--- src/logic/multiPortRam_settings.svh ---
// ##########################################################
// Multi-port RAM sizing
// Entry count, entry width and port counts of the
// live-value-table RAM
// ##########################################################

`ifndef MULTI_PORT_RAM_SETTINGS_SVH
`define MULTI_PORT_RAM_SETTINGS_SVH

// Addressable entries, must be a power of two
`define RAM_ENTRY_NUM 32

// Bits per entry
`define RAM_DATA_WIDTH 16

// Write ports, each one owns a set of banks
`define RAM_WRITE_PORTS 2

// Read ports, one bank copy per read port in every set
`define RAM_READ_PORTS 3

`endif

--- src/logic/multiPortRamPkg.sv ---
// ##########################################################
// Multi-port RAM types
// Address, data, live-value selector and write request
// ##########################################################

`include "multiPortRam_settings.svh"

package multiPortRamPkg;

    localparam int addrWidth = $clog2(`RAM_ENTRY_NUM);
    localparam int dataWidth = `RAM_DATA_WIDTH;

    // Keep the selector at least one bit wide for a single write port
    localparam int portSelWidth =
        (`RAM_WRITE_PORTS > 1) ? $clog2(`RAM_WRITE_PORTS) : 1;

    // Entry index
    typedef logic [addrWidth-1:0] RamAddr;

    // Entry value
    typedef logic [dataWidth-1:0] RamData;

    // Index of the write port that last wrote an entry
    typedef logic [portSelWidth-1:0] PortSel;

    // One write port's request for a single cycle
    typedef struct packed {
        logic   enable;
        RamAddr addr;
        RamData data;
    } WriteReq;

endpackage

--- src/logic/distributedBank.sv ---
// ##########################################################
// Distributed RAM bank
// One write port on the clock edge, one combinational read
// ##########################################################

`include "multiPortRam_settings.svh"

module distributedBank (
    input  logic                     clk,
    input  multiPortRamPkg::WriteReq writeReq,
    input  multiPortRamPkg::RamAddr  readAddr,
    output multiPortRamPkg::RamData  readData
);

    // Storage, intended to map onto LUT RAM
    multiPortRamPkg::RamData memArray [`RAM_ENTRY_NUM];

    // Write on the edge when the request is enabled
    always_ff @(posedge clk) begin
        if (writeReq.enable) begin
            memArray[writeReq.addr] <= writeReq.data;
        end
    end

    // Asynchronous read
    // A write in the current cycle shows only after the edge
    assign readData = memArray[readAddr];

endmodule

--- src/logic/liveValueTable.sv ---
// ##########################################################
// Live value table
// Tracks which write port last wrote each entry and looks
// up that port for every read address
// ##########################################################

`include "multiPortRam_settings.svh"

module liveValueTable (
    input  logic                     clk,
    input  logic                     arstN,
    input  multiPortRamPkg::WriteReq writeReq [`RAM_WRITE_PORTS],
    input  multiPortRamPkg::RamAddr  readAddr [`RAM_READ_PORTS],
    output multiPortRamPkg::PortSel  liveSel  [`RAM_READ_PORTS]
);

    // One selector per entry, kept in flip-flops
    multiPortRamPkg::PortSel liveTable [`RAM_ENTRY_NUM];

    // Record the writing port's own index
    // Same-address writes from two ports are excluded by the caller
    always_ff @(posedge clk or negedge arstN) begin
        if (!arstN) begin
            for (int e = 0; e < `RAM_ENTRY_NUM; e++) begin
                liveTable[e] <= '0;
            end
        end else begin
            for (int w = 0; w < `RAM_WRITE_PORTS; w++) begin
                if (writeReq[w].enable) begin
                    liveTable[writeReq[w].addr] <= multiPortRamPkg::PortSel'(w);
                end
            end
        end
    end

    // Combinational lookup, one per read port
    always_comb begin
        for (int r = 0; r < `RAM_READ_PORTS; r++) begin
            liveSel[r] = liveTable[readAddr[r]];
        end
    end

    // Two ports on one entry in one cycle would leave the table
    // and the bank sets disagreeing about the live copy
    for (genvar i = 0; i < `RAM_WRITE_PORTS; i++) begin : conflictOuter
        for (genvar j = i + 1; j < `RAM_WRITE_PORTS; j++) begin : conflictInner
            writeConflict: assert property (
                @(posedge clk) disable iff (!arstN)
                !(writeReq[i].enable && writeReq[j].enable &&
                  writeReq[i].addr == writeReq[j].addr)
            ) else begin
                $error("Write ports %0d and %0d hit entry %0h in one cycle",
                       i, j, writeReq[i].addr);
            end
        end
    end

endmodule

--- src/logic/replicatedBankArray.sv ---
// ##########################################################
// Replicated bank array
// One bank set per write port, one copy per read port, and
// a per-read-port choice of the live set
// ##########################################################

`include "multiPortRam_settings.svh"

module replicatedBankArray (
    input  logic                     clk,
    input  multiPortRamPkg::WriteReq writeReq [`RAM_WRITE_PORTS],
    input  multiPortRamPkg::RamAddr  readAddr [`RAM_READ_PORTS],
    input  multiPortRamPkg::PortSel  liveSel  [`RAM_READ_PORTS],
    output multiPortRamPkg::RamData  readData [`RAM_READ_PORTS]
);

    // Output of every bank, by write set and read copy
    multiPortRamPkg::RamData bankData [`RAM_WRITE_PORTS][`RAM_READ_PORTS];

    // All copies in a set see the same write stream
    // Each copy serves exactly one read port
    for (genvar w = 0; w < `RAM_WRITE_PORTS; w++) begin : writeSet
        for (genvar r = 0; r < `RAM_READ_PORTS; r++) begin : readCopy
            distributedBank bank_i (
                .clk      (clk),
                .writeReq (writeReq[w]),
                .readAddr (readAddr[r]),
                .readData (bankData[w][r])
            );
        end
    end

    // Forward the copy held by the set that wrote the entry last
    for (genvar r = 0; r < `RAM_READ_PORTS; r++) begin : readMux
        assign readData[r] = bankData[liveSel[r]][r];
    end

endmodule

--- src/logic/lvtMultiPortRam.sv ---
// ##########################################################
// LVT multi-port RAM
// N-read / M-write RAM from distributed banks and a live
// value table, with combinational reads
// ##########################################################

`include "multiPortRam_settings.svh"

module lvtMultiPortRam (
    input  logic                    clk,
    input  logic                    arstN,
    input  logic                    writeEn   [`RAM_WRITE_PORTS],
    input  multiPortRamPkg::RamAddr writeAddr [`RAM_WRITE_PORTS],
    input  multiPortRamPkg::RamData writeData [`RAM_WRITE_PORTS],
    input  multiPortRamPkg::RamAddr readAddr  [`RAM_READ_PORTS],
    output multiPortRamPkg::RamData readData  [`RAM_READ_PORTS]
);

    multiPortRamPkg::WriteReq writeReq [`RAM_WRITE_PORTS];
    multiPortRamPkg::PortSel  liveSel  [`RAM_READ_PORTS];

    // Bundle each write port into one request
    for (genvar w = 0; w < `RAM_WRITE_PORTS; w++) begin : packReq
        assign writeReq[w] = multiPortRamPkg::WriteReq'{
            enable: writeEn[w],
            addr:   writeAddr[w],
            data:   writeData[w]
        };
    end

    liveValueTable liveValueTable_i (
        .clk      (clk),
        .arstN    (arstN),
        .writeReq (writeReq),
        .readAddr (readAddr),
        .liveSel  (liveSel)
    );

    replicatedBankArray replicatedBankArray_i (
        .clk      (clk),
        .writeReq (writeReq),
        .readAddr (readAddr),
        .liveSel  (liveSel),
        .readData (readData)
    );

    // End to end: a write is visible one cycle later on any read port
    // that names the same entry, through both the table and the banks
    for (genvar w = 0; w < `RAM_WRITE_PORTS; w++) begin : chkWrite
        for (genvar r = 0; r < `RAM_READ_PORTS; r++) begin : chkRead
            writeThenRead: assert property (
                @(posedge clk) disable iff (!arstN)
                (writeReq[w].enable ##1 readAddr[r] == $past(writeReq[w].addr))
                |-> readData[r] == $past(writeReq[w].data)
            ) else begin
                $error("Read port %0d lost the write of port %0d", r, w);
            end
        end
    end

endmodule

--- config.mk ---
export PLATFORM = sky130hd
export DESIGN_NAME = lvtMultiPortRam
export DESIGN_NICKNAME = d
export VERILOG_FILES = /design/src/logic/multiPortRamPkg.sv /design/src/logic/distributedBank.sv /design/src/logic/liveValueTable.sv /design/src/logic/replicatedBankArray.sv /design/src/logic/lvtMultiPortRam.sv
export VERILOG_INCLUDE_DIRS = /design/src /design/src/logic
export SDC_FILE = /design/constraint.sdc
export NUM_CORES = 2
export LEC_CHECK = 0
export BUFFER_PORTS_ARGS = -buffer_cell sky130_fd_sc_hd__buf_2
export CELL_PAD_IN_SITES_DETAIL_PLACEMENT = 0
export CELL_PAD_IN_SITES_GLOBAL_PLACEMENT = 1
export CORE_MARGIN = 2
export CORE_UTILIZATION = 30
export CTS_CLUSTER_DIAMETER = 120
export DETAILED_ROUTE_END_ITERATION = 6
export GPL_TIMING_DRIVEN = 0
export PLACE_DENSITY = 0.56
export SLEW_MARGIN = 10
export SYNTH_ARGS = -nofsm -noshare
export SYNTH_HDL_FRONTEND = slang
export SYNTH_SLANG_ARGS = --single-unit
--- constraint.sdc ---
create_clock -name clk -period 2.2 [get_ports clk]
set_input_delay 0.11 -clock clk [delete_from_list [all_inputs] [get_ports clk]]
set_output_delay 0.11 -clock clk [all_outputs]
set_load 0.005 [all_outputs]
[Yosys cells after proc, flatten, opt, wreduce, memory -nomap -nowiden]
Memory sizes are Yosys's and may differ from the RTL's.
Index checks and enable logic that the tools add are counted.
Word-level totals
  bits of input ports: 61
  logic and storage cells: 89
  register bits after elaboration: 32
  RAM bits: 3072
  output and inout bits: 48
  memories kept: 6
Memories
  replicatedBankArray_i.writeSet[0].readCopy[0].bank_i.memArray: depth 32, bits a word 16, rd ports 1, clocked after memory_dff 0, write ports 1, line distributedBank.sv:16  | multiPortRamPkg::RamData memArray [`RAM_ENTRY_NUM];
  replicatedBankArray_i.writeSet[0].readCopy[1].bank_i.memArray: depth 32, bits a word 16, rd ports 1, clocked after memory_dff 0, write ports 1, line distributedBank.sv:16
  replicatedBankArray_i.writeSet[0].readCopy[2].bank_i.memArray: depth 32, bits a word 16, rd ports 1, clocked after memory_dff 0, write ports 1, line distributedBank.sv:16
  replicatedBankArray_i.writeSet[1].readCopy[0].bank_i.memArray: depth 32, bits a word 16, rd ports 1, clocked after memory_dff 0, write ports 1, line distributedBank.sv:16
  replicatedBankArray_i.writeSet[1].readCopy[1].bank_i.memArray: depth 32, bits a word 16, rd ports 1, clocked after memory_dff 0, write ports 1, line distributedBank.sv:16
  replicatedBankArray_i.writeSet[1].readCopy[2].bank_i.memArray: depth 32, bits a word 16, rd ports 1, clocked after memory_dff 0, write ports 1, line distributedBank.sv:16
Operators by class
  $lt $le $gt $ge: 10
  bitwise operators: 11
  muxes and demuxes: 28
  reduce and logical (&&, ||, !) cells: 2
Operators by type and width (count)
  32-bit two-way mux: 5
  48-bit two-way mux: 3
  16-bit two-way mux: 3
  32-bit AND: 1
  32-bit inverter: 1
  32-bit OR: 1
  6-bit greater-or-equal comparator (second input constant): 5
  5-bit inverter with 6-bit output: 5
  1-bit binary-select mux with 5-bit select: 3
  6-bit by 1-bit less-than comparator with 1-bit output (second input constant): 2
  1-bit two-way mux: 12
  1-bit demux with 5-bit select: 2
  2-bit greater-or-equal comparator (second input constant): 3
  1-bit inverter with 2-bit output: 3
  1-bit logical AND: 2

[Longest topological paths before layout]
  depth in word-level cells: 10
  depth in mapped cells: 10
  depth with buffers taken out: 5

[By module]
Synthesis repeated with hierarchy kept, for this count alone.
Second synthesis, totals
  cells, all modules: 7063
  area total of the unflattened synthesis: 124321.7 um^2
By module, submodules not included
  distributedBank: area each 20215.6 um^2, cells each 1127, times used 6, seq. area each 15374.7 um^2
  liveValueTable: area each 2280.9 um^2, cells each 247, times used 1, seq. area each 800.8 um^2
  replicatedBankArray: area each 747.0 um^2, cells each 54, times used 1, seq. area each 0.0 um^2

[Worst setup path after synthesis]
No wires, ideal clock.
  kind: reg-to-output
  start point: reg liveValueTable_i.liveTable[28] (netlist bit)
  end point: out readData[36] (netlist bit)
  path slack: 0.107 ns
  data arrival time: 1.983 ns
  stages on the path, launching flop included: 7
  path through: dfrtp_1 mux4_1 mux4_2 nor2_2 or2_4 buf_6 o211a_1
RTL lines
  from (decl): line liveValueTable.sv:18  | multiPortRamPkg::PortSel liveTable [`RAM_ENTRY_NUM];
  from (signal, indexed assignment): line liveValueTable.sv:30  | liveTable[writeReq[w].addr] <= multiPortRamPkg::PortSel'(w);
  to (decl): line lvtMultiPortRam.sv:16  | output multiPortRamPkg::RamData readData [`RAM_READ_PORTS]

==> run metrics <==
Root Driver=sky130_fd_sc_hd__clkbuf_16; Via Count=48177; result of the run=finished, violations left; type of element capturing the critical path=primary output; count of cells along the worst hold path=1; average via count per standard cell=6.77; setup slack, reg-to-reg=0.87 ns; HPWL after detailed placement=270000 um; FP Rows=163; hold path start=writeData[11]; sequential share of the synthesized area=53.0%; setup repair after global routing missed its margin=yes; Post-synth ARST share=3.03%; CTS HTree Levels=4; main area contributors after synthesis=sky130_fd_sc_hd__edfxtp_1 52%, sky130_fd_sc_hd__mux4_2 16%, sky130_fd_sc_hd__mux2i_1 12%; first-pass detailed-route iteration total=7; Die Height=450 um; pin count of the biggest net entering global routing=33; total internal power=40100 uW; count of antenna-violating nets left after detailed routing=0; power dissipated by switching net loads=17800 uW; worst path arrival time=3.67 ns; worst min-delay path category=primary input to flip-flop; count of filler cells inserted in the layout=between 15000 and 20000; Final Net Count=4425; final period demand of the worst path=3.78 ns; Die X=450 um; mean instance size in the synthesized netlist=between 15 and 20 sq um; top flip-flop cell by instance count after synthesis=sky130_fd_sc_hd__edfxtp_1; count of input and output buffers=95; Total Routed Length=369000 um; final-report hold violation count=0; Synth Register Bits=1056; r2r startpoint=liveValueTable_i.liveTable[2]$_DFF_PN0_; Seq pwr share=39.3%; post-synth top area cell=sky130_fd_sc_hd__edfxtp_1; warning count from the yosys run=0; worst hold margin=0.0537 ns; metal2 WL=157000 um; EDFF count, synth=~1000; count of routing violations after the opening detailed-route iteration=around 8400; clk slew on worst S/H paths=0.06 ns; grt ovf=0; met1 wire length=138000 um; final setup violating endpoints=52; footprint of the multi-input gates=between 20000 and 30000 sq um; total power density per cell area=just under 800 nW/um^2; area share of the largest cell type after synthesis=between 50% and 60%; placement-stage worst setup slack=-3.26 ns; violations in the final reports=negative setup slack; worst setup slack after layout=-1.58 ns; RD Place Congestion=~1.1; setup skew after layout=0 ns; Max-slew headroom=2.58%; Worst-Margin Slew=1.46 ns; leakage power of the design=0.0251 uW; clock latency reported for the late side of the worst-skew pair=0.81 ns; clock tree from TritonCTS=built; count leader, synth=sky130_fd_sc_hd__edfxtp_1; total negative slack=-64.59 ns; starting density of the core=30.2%; number of instances in the placed design=6734; net count after synthesis=3997; max cap viols=0; Sequential Area=31600 sq um; Tot GR Track Use=35.6%; Die Footprint=between 200000 and 250000 sq um; max-slew violation total from the final report=0; biggest fanout along the worst timing path=10; maximum buffer depth of the clock tree=3; upper clock frequency limit=264 MHz; global-route wire length before repair=468000 um; post-synth cell types=58; count of unresolved DRC violations after routing=0; Req. time, crit path=2.09 ns; fraction of power consumed by combinational cells=a little over a fifth; endpoint of the lowest-slack register-to-register path=liveValueTable_i.liveTable[2]$_DFF_PN0_; WS Path Type=primary input to primary output; final design utilization=between 30% and 40%; TritonCTS buffer count=134; fraction of power consumed by the clock network=39.2%; r2r worst-path depth=3; crit share post-route=172%; vias in the first global route=approximately 45000; Ports=109; Core Footprint=197000 sq um; top post-synthesis cells by count=1024 x sky130_fd_sc_hd__edfxtp_1, 685 x sky130_fd_sc_hd__mux2i_1, 419 x sky130_fd_sc_hd__mux4_2, 323 x sky130_fd_sc_hd__a221oi_1; filler-free cell count of the finished design=7119; # clock sinks=approximately 1100; wire length per cell=51.9 um; Netlist Area Pre-Place=59600 sq um; area grow syn2layout=25.2%; switching part of the total power=30.8%; met3 wirelength from detailed routing=about 40000 um; maximum resistive drop on vdd=0.794 mV; Worst setup SP type=primary input; initial antenna violation count=32; share of cells above drive strength 1=a little under two fifths; count of mapped cells out of synthesis=3936; highest routing layer actually used=met5
[timing repair]
action                                  CTS  global route
cloned                                    2             3
resized for setup                       753            75
endpoints found under the setup margin   48           248
pin swaps                                43            37
setup buffers                            53            28
hold buffers                             50             0
endpoints found under the hold margin   874             0
[layer usage]
metal	vias up	track usage [%]
met2	3925	52.2
met5	-	0
met3	991	9.67
li1	17628	-
met4	4	27.2
met1	25629	44.5
[worst max-delay path by stage]
stage | start | to | slack [ns]
final | readAddr[6] | readData[19] | -1.58
after CTS | liveValueTable_i.liveTable[5]$_DFF_PN0_ | readData[35] | -1.45
after floorplan | liveValueTable_i.liveTable[28]$_DFF_PN0_ | readData[36] | 0.11
after detailed placement | readAddr[12] | readData[34] | -3.26
after global routing | liveValueTable_i.liveTable[16]$_DFF_PN0_ | readData[19] | -1.45
after global placement | readAddr[12] | readData[35] | -3.31
[state kept, by name, indices dropped and copies added, names as in the netlist]
signal	cells
replicatedBankArray_i.writeSet.readCopy.bank_i.memArray	1024
liveValueTable_i.liveTable	32
[final cells by class]
cell class                 count  share of cell area (%)
inverter                       6                  0.0336
timing repair buffer         292                    4.45
tap                         2640                    4.43
clock inverter                65                   0.951
clock buffer                 173                    4.92
multi-input combinational   2498                    39.2
antenna                       13                  0.0436
buffer                       376                    3.68
sequential                  1056                    42.3
[placed cells by master, fill, tap and decap left out, types with 28 or more instances in the layout]
cell type,instances
sky130_fd_sc_hd__a221oi_1,234
sky130_fd_sc_hd__buf_6,90
sky130_fd_sc_hd__a22oi_1,61
sky130_fd_sc_hd__a221oi_4,31
sky130_fd_sc_hd__or2_2,88
sky130_fd_sc_hd__a21oi_2,34
sky130_fd_sc_hd__dlygate4sd3_1,49
sky130_fd_sc_hd__buf_4,142
sky130_fd_sc_hd__o32ai_4,28
sky130_fd_sc_hd__dfrtp_1,32
sky130_fd_sc_hd__a221oi_2,58
sky130_fd_sc_hd__edfxtp_1,1024
sky130_fd_sc_hd__o21ai_0,137
sky130_fd_sc_hd__mux4_2,424
sky130_fd_sc_hd__nor2_4,52
sky130_fd_sc_hd__clkbuf_1,93
sky130_fd_sc_hd__nand2b_1,57
sky130_fd_sc_hd__buf_12,39
sky130_fd_sc_hd__clkbuf_16,148
sky130_fd_sc_hd__buf_2,104
sky130_fd_sc_hd__mux2i_1,679
sky130_fd_sc_hd__clkbuf_2,78
sky130_fd_sc_hd__mux2_2,54
sky130_fd_sc_hd__buf_8,40
sky130_fd_sc_hd__a21oi_1,91
sky130_fd_sc_hd__nor3_1,34
[critical path, cell delays in order]
cell,delay [ns]
sky130_fd_sc_hd__buf_2,0.25
sky130_fd_sc_hd__buf_6,0.31
sky130_fd_sc_hd__buf_4,0.53
sky130_fd_sc_hd__clkbuf_2,0.60
sky130_fd_sc_hd__buf_16,0.23
sky130_fd_sc_hd__mux4_2,0.33
sky130_fd_sc_hd__a22oi_1,0.18
sky130_fd_sc_hd__nand4_1,0.54
sky130_fd_sc_hd__o221a_4,0.41
sky130_fd_sc_hd__buf_6,0.14
[power by group through the flow]
stage | logic, uW | clock network, uW | registers, uW
global placement | 9460 | 0 | 23200
floorplan | 4260 | 0 | 23000
global route | 12200 | 23500 | 22800
finish | 12400 | 22700 | 22800
CTS | 11600 | 22800 | 22700
detailed placement | 9580 | 0 | 23200
[kinds of logic after synthesis]
logic type / synth area share (%)
buffers and inverters: 3.31
muxes: 28.6
and+or+nand+nor: 4.47
DFF: 53.0
AOI/OAI and AO/OA: 10.6
[stage by stage]
| step | cell area (sq um) | total power [uW] |
|---|---|---|
| after floorplan | 59600 | 27300 |
| after global placement | 63300 | 32600 |
| after detailed placement | 64900 | 32700 |
| after CTS | 73900 | 57100 |
| after global routing | 74500 | 58400 |
| final | 74600 | 57900 |
Power figures use the tool's default switching activity.
